==> src/source/sdram_pkg.sv <==
// shared definitions for the sdram controller
// command codes, slot states, address split and init length
// sd_addr pin word union with row, column and mode views

package sdram_pkg;

	// --------------------
	// commands, {cs, ras, cas, we}
	typedef enum logic [3:0] {
		CMD_INHIBIT      = 4'b1111,
		CMD_NOP          = 4'b0111,
		CMD_ACTIVE       = 4'b0011,
		CMD_READ         = 4'b0101,
		CMD_WRITE        = 4'b0100,
		CMD_PRECHARGE    = 4'b0010,
		CMD_AUTO_REFRESH = 4'b0001,
		CMD_LOAD_MODE    = 4'b0000
	} sdram_cmd_t;

	// --------------------
	// 8 state access slot
	typedef logic [2:0] slot_t;
	localparam slot_t SLOT_ACT  = 3'd1;	// row open
	localparam slot_t SLOT_CMD  = 3'd3;	// read/write with auto precharge
	localparam slot_t SLOT_LAST = 3'd7;	// done, wraps to 0

	// host word address is {bank, row, col}
	localparam int ROW_BITS  = 13;
	localparam int COL_BITS  = 9;
	localparam int BANK_BITS = 2;
	localparam int ADDR_BITS = 24;

	localparam int INIT_SLOTS = 16;	// slots spent in power-up sequence

	// --------------------
	// sd_addr pin word views
	typedef struct packed {
		logic [1:0]          zero_hi;	// a12..a11
		logic                auto_pre;	// a10, also precharge-all
		logic                zero_9;
		logic [COL_BITS-1:0] col;
	} sd_col_t;

	typedef struct packed {
		logic [2:0] reserved;
		logic       write_burst;	// 1 = single location writes
		logic [1:0] op_mode;	// standard operation only
		logic [2:0] cas_lat;
		logic       burst_type;	// 0 = sequential
		logic [2:0] burst_len;	// 000 = one word
	} sd_mode_t;

	typedef union packed {
		logic [ROW_BITS-1:0] row;
		sd_col_t             col;
		sd_mode_t            mode;
	} sd_addr_u;

endpackage

==> src/source/sdram_req_if.sv <==
// single host request between the bus port and the slot logic
// modports for the bus port, the sequencer and the datapath blocks

`timescale 1ns/10ps

interface sdram_req_if import sdram_pkg::*; ();

	logic                 valid;	// request pending, held until done
	logic                 we;
	logic [ADDR_BITS-1:0] addr;	// word address
	logic [15:0]          wdata;
	logic [1:0]           sel;	// byte selects, bit 1 = upper byte
	logic                 done;	// one cycle, in last slot state
	logic [15:0]          rdata;

	// bus side owns the request, gets completion back
	modport port (output valid, we, addr, wdata, sel, input done, rdata);

	// slot control only needs the pending flag and direction
	modport seq (input valid, we, output done);

	// address mux and data path
	modport dp (input addr, wdata, sel, we, output rdata);

endinterface

==> src/source/sdram_wb_port.sv <==
// wishbone classic slave front end
// latches one bus cycle into the request, returns data with a single ack

`timescale 1ns/10ps

module sdram_wb_port import sdram_pkg::*; (
	input  logic                 clk_64,
	input  logic                 reset,
	input  logic                 wb_cyc,
	input  logic                 wb_stb,
	input  logic                 wb_we,
	input  logic [ADDR_BITS-1:0] wb_adr,
	input  logic [15:0]          wb_dat_w,
	input  logic [1:0]           wb_sel,
	output logic [15:0]          wb_dat_r,
	output logic                 wb_ack,
	sdram_req_if.port            req
);

	logic new_cycle;

	// master holds stb until ack, so skip the ack cycle itself
	assign new_cycle = wb_cyc && wb_stb && !req.valid && !wb_ack;

	// --------------------
	// request hold and ack
	always_ff @(posedge clk_64) begin
		if (reset) begin
			req.valid <= 1'b0;
			wb_ack    <= 1'b0;
		end else begin
			wb_ack <= 1'b0;	// single cycle pulse
			if (req.valid && req.done) begin
				req.valid <= 1'b0;	// slot finished
				wb_ack    <= 1'b1;
			end else if (new_cycle) begin
				req.valid <= 1'b1;
			end
		end
	end

	// payload, no reset
	always_ff @(posedge clk_64) begin
		if (new_cycle) begin
			req.we    <= wb_we;
			req.addr  <= wb_adr;
			req.wdata <= wb_dat_w;
			req.sel   <= wb_sel;
		end
		if (req.done)
			wb_dat_r <= req.rdata;	// captured in state 3 + CL, stable here
	end

	// ack only ever answers a live bus cycle
	a_ack_in_cycle: assert property (@(posedge clk_64) disable iff (reset)
		wb_ack |-> wb_cyc && wb_stb);

endmodule

==> src/source/sdram_sequencer.sv <==
// slot sequencer, the control part of the controller
// free running 8 state slot counter
// per slot choice of init command, auto refresh or host access
// command, write drive and read capture strobes, request done

`timescale 1ns/10ps

module sdram_sequencer import sdram_pkg::*; #(
	parameter int CAS_LATENCY = 3
) (
	input  logic       clk_64,
	input  logic       reset,
	sdram_req_if.seq   req,
	input  logic       init_done,
	input  sdram_cmd_t init_cmd,
	input  logic       refresh_due,
	output logic       slot_end,
	output logic       refresh_taken,
	output sdram_cmd_t cmd,	// registered onto the pins next cycle
	output slot_t      slot,
	output logic       drive,	// write data onto the pins next cycle
	output logic       capture	// sample the data pins at this edge
);

	// cmd is one cycle ahead of the pins, so decide in the state before
	localparam slot_t SLOT_DECIDE  = slot_t'(SLOT_ACT - 3'd1);
	localparam slot_t SLOT_PRE_CMD = slot_t'(SLOT_CMD - 3'd1);
	localparam slot_t SLOT_CAPTURE = slot_t'(SLOT_CMD + CAS_LATENCY);
	localparam slot_t SLOT_DONE    = slot_t'(SLOT_LAST - 3'd1);

	logic take_access;
	logic slot_access;	// current slot serves the host
	logic slot_refresh;	// current slot is a normal auto refresh

	// --------------------
	// slot counter
	always_ff @(posedge clk_64) begin
		if (reset)
			slot <= '0;
		else
			slot <= slot + 3'd1;	// wraps 7 -> 0
	end

	assign slot_end = (slot == SLOT_LAST);

	// host gets the slot only when nothing else needs it
	assign take_access = (slot == SLOT_DECIDE) && req.valid && init_done && !refresh_due;

	// every non host slot after init refreshes, which also restarts the timer
	assign refresh_taken = (slot == SLOT_DECIDE) && init_done && !take_access;

	// --------------------
	// slot kind, held for the whole slot
	always_ff @(posedge clk_64) begin
		if (reset) begin
			slot_access  <= 1'b0;
			slot_refresh <= 1'b0;
		end else if (slot == SLOT_DECIDE) begin
			slot_access  <= take_access;
			slot_refresh <= refresh_taken;
		end
	end

	// --------------------
	// command for the next state
	always_comb begin
		cmd = CMD_NOP;
		if (slot == SLOT_DECIDE) begin
			if (take_access)
				cmd = CMD_ACTIVE;
			else if (init_done)
				cmd = CMD_AUTO_REFRESH;
			else
				cmd = init_cmd;	// power-up schedule, mostly nop
		end else if (slot == SLOT_PRE_CMD && slot_access) begin
			cmd = req.we ? CMD_WRITE : CMD_READ;	// auto precharge set by the mux
		end
	end

	assign drive   = slot_access && req.we && (slot == SLOT_PRE_CMD);
	assign capture = slot_access && !req.we && (slot == SLOT_CAPTURE);

	// done lands in the last state, rdata already valid
	always_ff @(posedge clk_64) begin
		if (reset)
			req.done <= 1'b0;
		else
			req.done <= slot_access && (slot == SLOT_DONE);
	end

	// init sequence has to be complete before any host slot finishes
	a_done_after_init: assert property (@(posedge clk_64) disable iff (reset)
		req.done |-> init_done);

	// a refresh slot never completes a request
	a_no_done_in_refresh: assert property (@(posedge clk_64) disable iff (reset)
		req.done |-> !slot_refresh);

endmodule

==> src/source/sdram_addr_mux.sv <==
// address pin builder
// registers command, bank and the 13 bit pin word per command

`timescale 1ns/10ps

module sdram_addr_mux import sdram_pkg::*; #(
	parameter int CAS_LATENCY = 3
) (
	input  logic                 clk_64,
	input  logic                 reset,
	input  sdram_cmd_t           cmd,
	input  slot_t                slot,
	sdram_req_if.dp              req,
	output logic [ROW_BITS-1:0]  sd_addr,
	output logic [BANK_BITS-1:0] sd_ba,
	output sdram_cmd_t           sd_cmd
);

	sd_addr_u pin_word;

	// --------------------
	// pin word per command
	always_comb begin
		pin_word = '0;
		case (cmd)
			CMD_ACTIVE: pin_word.row = req.addr[COL_BITS +: ROW_BITS];
			CMD_READ, CMD_WRITE: begin
				pin_word.col.auto_pre = 1'b1;	// close the row at the end
				pin_word.col.col      = req.addr[COL_BITS-1:0];
			end
			CMD_LOAD_MODE: begin
				pin_word.mode.write_burst = 1'b1;	// single writes
				pin_word.mode.cas_lat     = 3'(CAS_LATENCY);
			end
			CMD_PRECHARGE: pin_word.col.auto_pre = 1'b1;	// a10 = all banks
			default: ;
		endcase
	end

	always_ff @(posedge clk_64) begin
		if (reset)
			sd_cmd <= CMD_INHIBIT;
		else
			sd_cmd <= cmd;
	end

	// bank follows the request and only matters at active and read/write
	always_ff @(posedge clk_64) begin
		sd_addr <= pin_word;
		sd_ba   <= req.addr[ADDR_BITS-1 -: BANK_BITS];
	end

	// row open and column command only in their slot states
	a_cmd_in_slot: assert property (@(posedge clk_64) disable iff (reset)
		(sd_cmd == CMD_ACTIVE) |-> (slot == SLOT_ACT));

	a_col_in_slot: assert property (@(posedge clk_64) disable iff (reset)
		(sd_cmd == CMD_READ || sd_cmd == CMD_WRITE) |-> (slot == SLOT_CMD));

endmodule

==> src/source/sdram_data_path.sv <==
// data pins of the sdram
// write data and byte masks during the write command, read capture

`timescale 1ns/10ps

module sdram_data_path #(
	parameter int CAS_LATENCY = 3
) (
	input  logic        clk_64,
	input  logic        reset,
	input  logic        drive,
	input  logic        capture,
	input  logic [15:0] sd_dq_in,
	sdram_req_if.dp     req,
	output logic [15:0] sd_dq_out,
	output logic        sd_dq_oe,
	output logic [1:0]  sd_dqm
);

	// --------------------
	// write side
	always_ff @(posedge clk_64) begin
		if (reset)
			sd_dq_oe <= 1'b0;
		else
			sd_dq_oe <= drive;	// same cycle as the write command on the pins
	end

	always_ff @(posedge clk_64) begin
		sd_dq_out <= req.wdata;
		// masks only matter for writes, reads always return both bytes
		if (drive && req.we)
			sd_dqm <= ~req.sel;
		else
			sd_dqm <= 2'b00;
	end

	// --------------------
	// read side
	always_ff @(posedge clk_64) begin
		if (capture)
			req.rdata <= sd_dq_in;	// CL edges after the read command
	end

	// bus turnaround, the chip is driving when capture is up
	a_no_oe_on_capture: assert property (@(posedge clk_64) disable iff (reset)
		capture |-> !sd_dq_oe);

	// nor was a write on the pins when the read command went out
	a_read_cmd_clear: assert property (@(posedge clk_64) disable iff (reset)
		capture |-> $past(!sd_dq_oe, CAS_LATENCY));

endmodule

==> src/source/sdram_init_refresh.sv <==
// power-up command schedule and refresh timer
// init counts slots down, then a slot timer asks for refreshes

`timescale 1ns/10ps

module sdram_init_refresh import sdram_pkg::*; #(
	parameter int REFRESH_SLOTS = 48
) (
	input  logic       clk_64,
	input  logic       reset,
	input  logic       slot_end,
	input  logic       refresh_taken,
	output logic       init_done,
	output sdram_cmd_t init_cmd,
	output logic       refresh_due
);

	localparam int INIT_W = $clog2(INIT_SLOTS + 1);
	localparam int REF_W  = $clog2(REFRESH_SLOTS + 1);

	logic [INIT_W-1:0] init_cnt;	// slots left in power-up
	logic [REF_W-1:0]  ref_cnt;	// slots since last refresh

	// --------------------
	// init countdown
	always_ff @(posedge clk_64) begin
		if (reset)
			init_cnt <= INIT_W'(INIT_SLOTS);
		else if (slot_end && init_cnt != '0)
			init_cnt <= init_cnt - 1'b1;
	end

	assign init_done = (init_cnt == '0);

	always_comb begin
		case (init_cnt)
			INIT_W'(13):             init_cmd = CMD_PRECHARGE;
			INIT_W'(10), INIT_W'(7): init_cmd = CMD_AUTO_REFRESH;
			INIT_W'(2):              init_cmd = CMD_LOAD_MODE;
			default:                 init_cmd = CMD_NOP;
		endcase
	end

	// --------------------
	// refresh timer, saturates until a refresh slot is issued
	always_ff @(posedge clk_64) begin
		if (reset || refresh_taken)
			ref_cnt <= '0;
		else if (init_done && slot_end && ref_cnt != REF_W'(REFRESH_SLOTS))
			ref_cnt <= ref_cnt + 1'b1;
	end

	assign refresh_due = (ref_cnt == REF_W'(REFRESH_SLOTS));

endmodule

==> src/source/sdram_top.sv <==
// sdram controller top level
// wishbone classic slave on one side, split data pins on the chip side
// bus port, sequencer, init/refresh, address mux and data path

`timescale 1ns/10ps

module sdram_top import sdram_pkg::*; #(
	parameter int CAS_LATENCY   = 3,	// 2 or 3
	parameter int REFRESH_SLOTS = 48	// slots between forced refreshes
) (
	input  logic                 clk_64,
	input  logic                 reset,
	// wishbone
	input  logic                 wb_cyc,
	input  logic                 wb_stb,
	input  logic                 wb_we,
	input  logic [ADDR_BITS-1:0] wb_adr,
	input  logic [15:0]          wb_dat_w,
	input  logic [1:0]           wb_sel,
	output logic [15:0]          wb_dat_r,
	output logic                 wb_ack,
	// sdram chip
	input  logic [15:0]          sd_dq_in,
	output logic [15:0]          sd_dq_out,
	output logic                 sd_dq_oe,
	output logic [ROW_BITS-1:0]  sd_addr,
	output logic [BANK_BITS-1:0] sd_ba,
	output logic [1:0]           sd_dqm,
	output logic                 sd_cs,
	output logic                 sd_ras,
	output logic                 sd_cas,
	output logic                 sd_we
);

	sdram_cmd_t cmd, init_cmd, sd_cmd;
	slot_t      slot;
	logic       init_done, refresh_due, slot_end, refresh_taken;
	logic       drive, capture;

	sdram_req_if req ();

	assign {sd_cs, sd_ras, sd_cas, sd_we} = sd_cmd;	// command bits straight to pins

	sdram_wb_port i_wb_port (.clk_64, .reset, .wb_cyc, .wb_stb, .wb_we, .wb_adr,
		.wb_dat_w, .wb_sel, .wb_dat_r, .wb_ack, .req(req.port));

	sdram_sequencer #(.CAS_LATENCY(CAS_LATENCY)) i_sequencer (.clk_64, .reset,
		.req(req.seq), .init_done, .init_cmd, .refresh_due, .slot_end, .refresh_taken,
		.cmd, .slot, .drive, .capture);

	sdram_init_refresh #(.REFRESH_SLOTS(REFRESH_SLOTS)) i_init_refresh (.clk_64, .reset,
		.slot_end, .refresh_taken, .init_done, .init_cmd, .refresh_due);

	sdram_addr_mux #(.CAS_LATENCY(CAS_LATENCY)) i_addr_mux (.clk_64, .reset, .cmd,
		.slot, .req(req.dp), .sd_addr, .sd_ba, .sd_cmd);

	sdram_data_path #(.CAS_LATENCY(CAS_LATENCY)) i_data_path (.clk_64, .reset, .drive,
		.capture, .sd_dq_in, .req(req.dp), .sd_dq_out, .sd_dq_oe, .sd_dqm);

endmodule

==> config.mk <==
export PLATFORM = sky130hd
export DESIGN_NAME = sdram_top
export DESIGN_NICKNAME = d
export VERILOG_FILES = /design/src/source/sdram_pkg.sv /design/src/source/sdram_req_if.sv /design/src/source/sdram_wb_port.sv /design/src/source/sdram_sequencer.sv /design/src/source/sdram_addr_mux.sv /design/src/source/sdram_data_path.sv /design/src/source/sdram_init_refresh.sv /design/src/source/sdram_top.sv
export SDC_FILE = /design/constraint.sdc
export NUM_CORES = 1
export LEC_CHECK = 0
export CORE_ASPECT_RATIO = 0.5
export CORE_UTILIZATION = 54
export DETAILED_ROUTE_END_ITERATION = 8
export DONT_BUFFER_PORTS = 1
export PLACE_DENSITY = 0.65
export SKIP_LAST_GASP = 1
export SLEW_MARGIN = 10
export SYNTH_ARGS = -nofsm -noshare
export SYNTH_HDL_FRONTEND = slang
export SYNTH_SLANG_ARGS = --single-unit
export TNS_END_PERCENT = 5
==> constraint.sdc <==
create_clock -name clk_64 -period 15.16 [get_ports clk_64]
set_input_delay 3.032 -clock clk_64 [delete_from_list [all_inputs] [get_ports clk_64]]
set_output_delay 3.032 -clock clk_64 [all_outputs]
set_load 0.005 [all_outputs]
==> impl_metrics.py <==
metrics = {
    "global_route": {
        "overflow": 0,
        "grt.total_usage_pct": 16.8,
        "grt_pass1_vias": 1904,
        "grt_pass1_wl_um": 9720,
        "grt_max_degree": 45,
        "antenna_found_initial": 0,
    },
    "floorplanning": {
        "start_util_pct": 56.6,
        "rows": 22,
        "core_um2": 7460,
        "die_h_um": 64.5,
        "die_area_um2": 8200,
        "pin_count": 118,
        "dieWidth_um": 127,
    },
    "synth": {
        "yosys.area.top_type": "edfxtp_1",
        "synth_seq_area_share_pct": 79.9,
        "syn_area_per_cell_um2": 16.4,
        "ys_seq_elements": 131,
        "synth_cells": 257,
        "yosys-top-cells-count": "edfxtp_1 (75), dfxtp_1 (56), nor2_1 (22), nand2_1 (13), ha_1 (11)",
        "synth_top_area_share_pct": 53.3,
        "synth.area.top_cells": "edfxtp_1 (53%), dfxtp_1 (27%), ha_1 (3.3%)",
        "synth_top_flop_cell": "edfxtp_1",
        "synthArstFlopShare_pct": 0,
        "synth_cell_types": 44,
        "ys_warn_count": 0,
        "synth_area_um2": 4220,
        "synth-edff-count": 75,
        "yosysMostFrequentCell": "edfxtp_1",
        "syn_nets": 331,
    },
    "critical_path": {
        "rr_startpoint": "i_init_refresh.init_cnt[0]",
        "worstPathMaxFanout": 1,
        "reg2reg_to": "i_addr_mux.sd_addr[2]",
        "rrSetupSlack_ns": 13.02,
        "r2r_cells": 6,
        "critPathLaunchType": "flip-flop",
        "worstPathArrival_ns": 0.80,
        "worst_setup_path_end_kind": "output pin",
        "path_class": "reg -> out",
        "cp_data_required_time_ns": 12.13,
    },
    "worst_hold_path": {
        "whs_endpoint": "i_data_path.sd_dq_out[7]",
        "hold_class": "reg -> reg",
        "min_from": "i_wb_port.req.wdata[7]",
        "whs_path_depth": 0,
    },
    "timing": {
        "post-route-period-util_pct": 25.3,
        "setup-violations-final": 0,
        "finalHoldViolCount": 0,
        "tns_ns": 0,
        "slew_violations": 0,
        "worst_slew_pin_slew_ns": 1.03,
        "fin_skew_ns": 0.00778,
        "max-slew-margin-rel_pct": 31.1,
        "min_period_ns": 3.83,
        "grt_setup_unrepaired": "false",
        "final.setup.worst_slack_ns": 11.33,
        "fmax_mhz": 261,
    },
    "detailed_routing": {
        "viasPerCell": 5.05,
        "drtIter0Drc": 112,
        "firstDrtPassIters": 4,
        "vias": 1990,
        "ant_nets": 0,
        "wl_per_cell_um": 16.4,
        "drc": 0,
        "wirelength_um": 6470,
    },
    "placement": {
        "dp_hpwl_um": 4240,
        "io_buffer_count": 0,
        "preCtsSetupSlack_ns": 10.98,
        "place_congestion": 0.744,
    },
    "finish": {
        "area_growth_pct": 17.1,
        "antenna_cells": 0,
        "drive_gt1_share_pct": 15.0,
        "layout.nets": 347,
        "fill_cells": 492,
    },
    "power": {
        "p_per_area_nw_per_um2": 161,
        "leakagePower_nw": 1.74,
        "peakVddDrop_v": 0.000139,
    },
    "cts": {
        "cts_root_buf": "clkbuf_16",
        "hold_buffers": 0,
        "h-tree-depth": 4,
        "post-cts-setup-buffers": 0,
        "clockBufferDepth": 2,
        "cts_sinks": 131,
        "cts_tree": "done",
        "cts.clk_slew.worst_paths_ns": 0.06,
        "cts_resized": 0,
        "cts_made_buffers": 17,
        "clkLatencyLatePin_ns": 0.40,
    },
    "outcome": {
        "outcome": "finished clean",
    },
    "job": {
        "drv_cap": 0,
    },
}
cell usage in the layout (no fill, tap or decap), types with 2 or more instances in the layout:
master / count
edfxtp_1: 75
dfxtp_1: 56
nor2_1: 21
clkbuf_16: 17
nand2_1: 13
ha_1: 11
inv_1: 8
a22o_1: 7
nand2b_1: 7
a21oi_1: 6
xor2_1: 5
o21ai_1: 4
inv_6: 4
inv_8: 4
nand3b_1: 3
xnor2_1: 3
clkinv_4: 3
nor4b_1: 2
nor2b_1: 2
nand4_1: 2
or2_1: 2
and2_1: 2
clkinvlp_4: 2
worst max path at each step:
stage / endpoint / cells after the start / slack, ns / startpoint
after floorplan: i_wb_port.req.addr[0] / 1 / 7.33 / wb_cyc
after global placement: i_wb_port.req.wdata[2] / 2 / 11.01 / wb_cyc
after detailed placement: i_wb_port.req.wdata[2] / 2 / 10.98 / wb_cyc
after CTS: wb_ack / 0 / 11.30 / i_wb_port.wb_ack
after global routing: wb_ack / 0 / 11.30 / i_wb_port.wb_ack
final: wb_dat_r[10] / 0 / 11.33 / i_wb_port.wb_dat_r[10]
sequential cells by signal (all words and copies together) (netlist names):
name and count:
i_addr_mux.sd_addr 13, i_addr_mux.sd_ba 2, i_addr_mux.sd_cmd 4, i_data_path.req.rdata 16, i_data_path.sd_dq_oe 1, i_data_path.sd_dq_out 16
i_data_path.sd_dqm 2, i_init_refresh.init_cnt 5, i_init_refresh.ref_cnt 6, i_sequencer.req.done 1, i_sequencer.slot 3, i_sequencer.slot_access 1
i_wb_port.req.addr 24, i_wb_port.req.sel 2, i_wb_port.req.valid 1, i_wb_port.req.wdata 16, i_wb_port.req.we 1, i_wb_port.wb_ack 1
i_wb_port.wb_dat_r 16
cells by family (layout without fill, tap and decap cells):
kind of cell	count (synthesis)	after routing	synth area share, %
buffers and inverters	12	41	1.45
DFF	131	131	79.9
AOI/OAI and AO/OA	27	27	4.65
xor gates and xnor gates	8	8	1.66
adders and majority gates	11	11	3.26
and+or+nand+nor	67	67	8.89
muxes	1	1	0.237
stage by stage:
stage	hold WS (ns)	total power, mW	std cells	cell area (um2)	util, %
2_1_floorplan	0.323	0.403	257	4220	-
3_3_place_gp	0.325	0.405	362	4350	58.3
3_5_place_dp	0.329	0.406	362	4350	58.3
4_1_cts	0.341	0.803	394	4940	66.3
5_1_grt	0.345	0.819	394	4950	66.3
6_report	0.340	0.794	394	4950	66.3
layer usage:
metal	up-vias	GRT usage, %	routed length (um)
met5	-	0	0
met4	0	8.04	59
met3	7	10.8	643
met2	93	25.8	3000
met1	933	18.3	2770
li1	957	-	-
power by group:
part | switching [mW] | internal, mW | total [mW]
Combinational | 0.00561 | 0.00349 | 0.00910
Sequential | 0.00399 | 0.385 | 0.389
Clock | 0.162 | 0.234 | 0.396
area by class of cell:
class	instances	area (um2)	area share, %
clock buffer	17	425	8.60
sequential	131	3370	68.2
inverter	8	30.0	0.607
tap	108	135	2.73
clock inverter	15	168	3.39
multi-input combinational	114	807	16.3
timing repair buffer	1	7.51	0.152
Note: power is estimated with default switching activity, not from simulation.
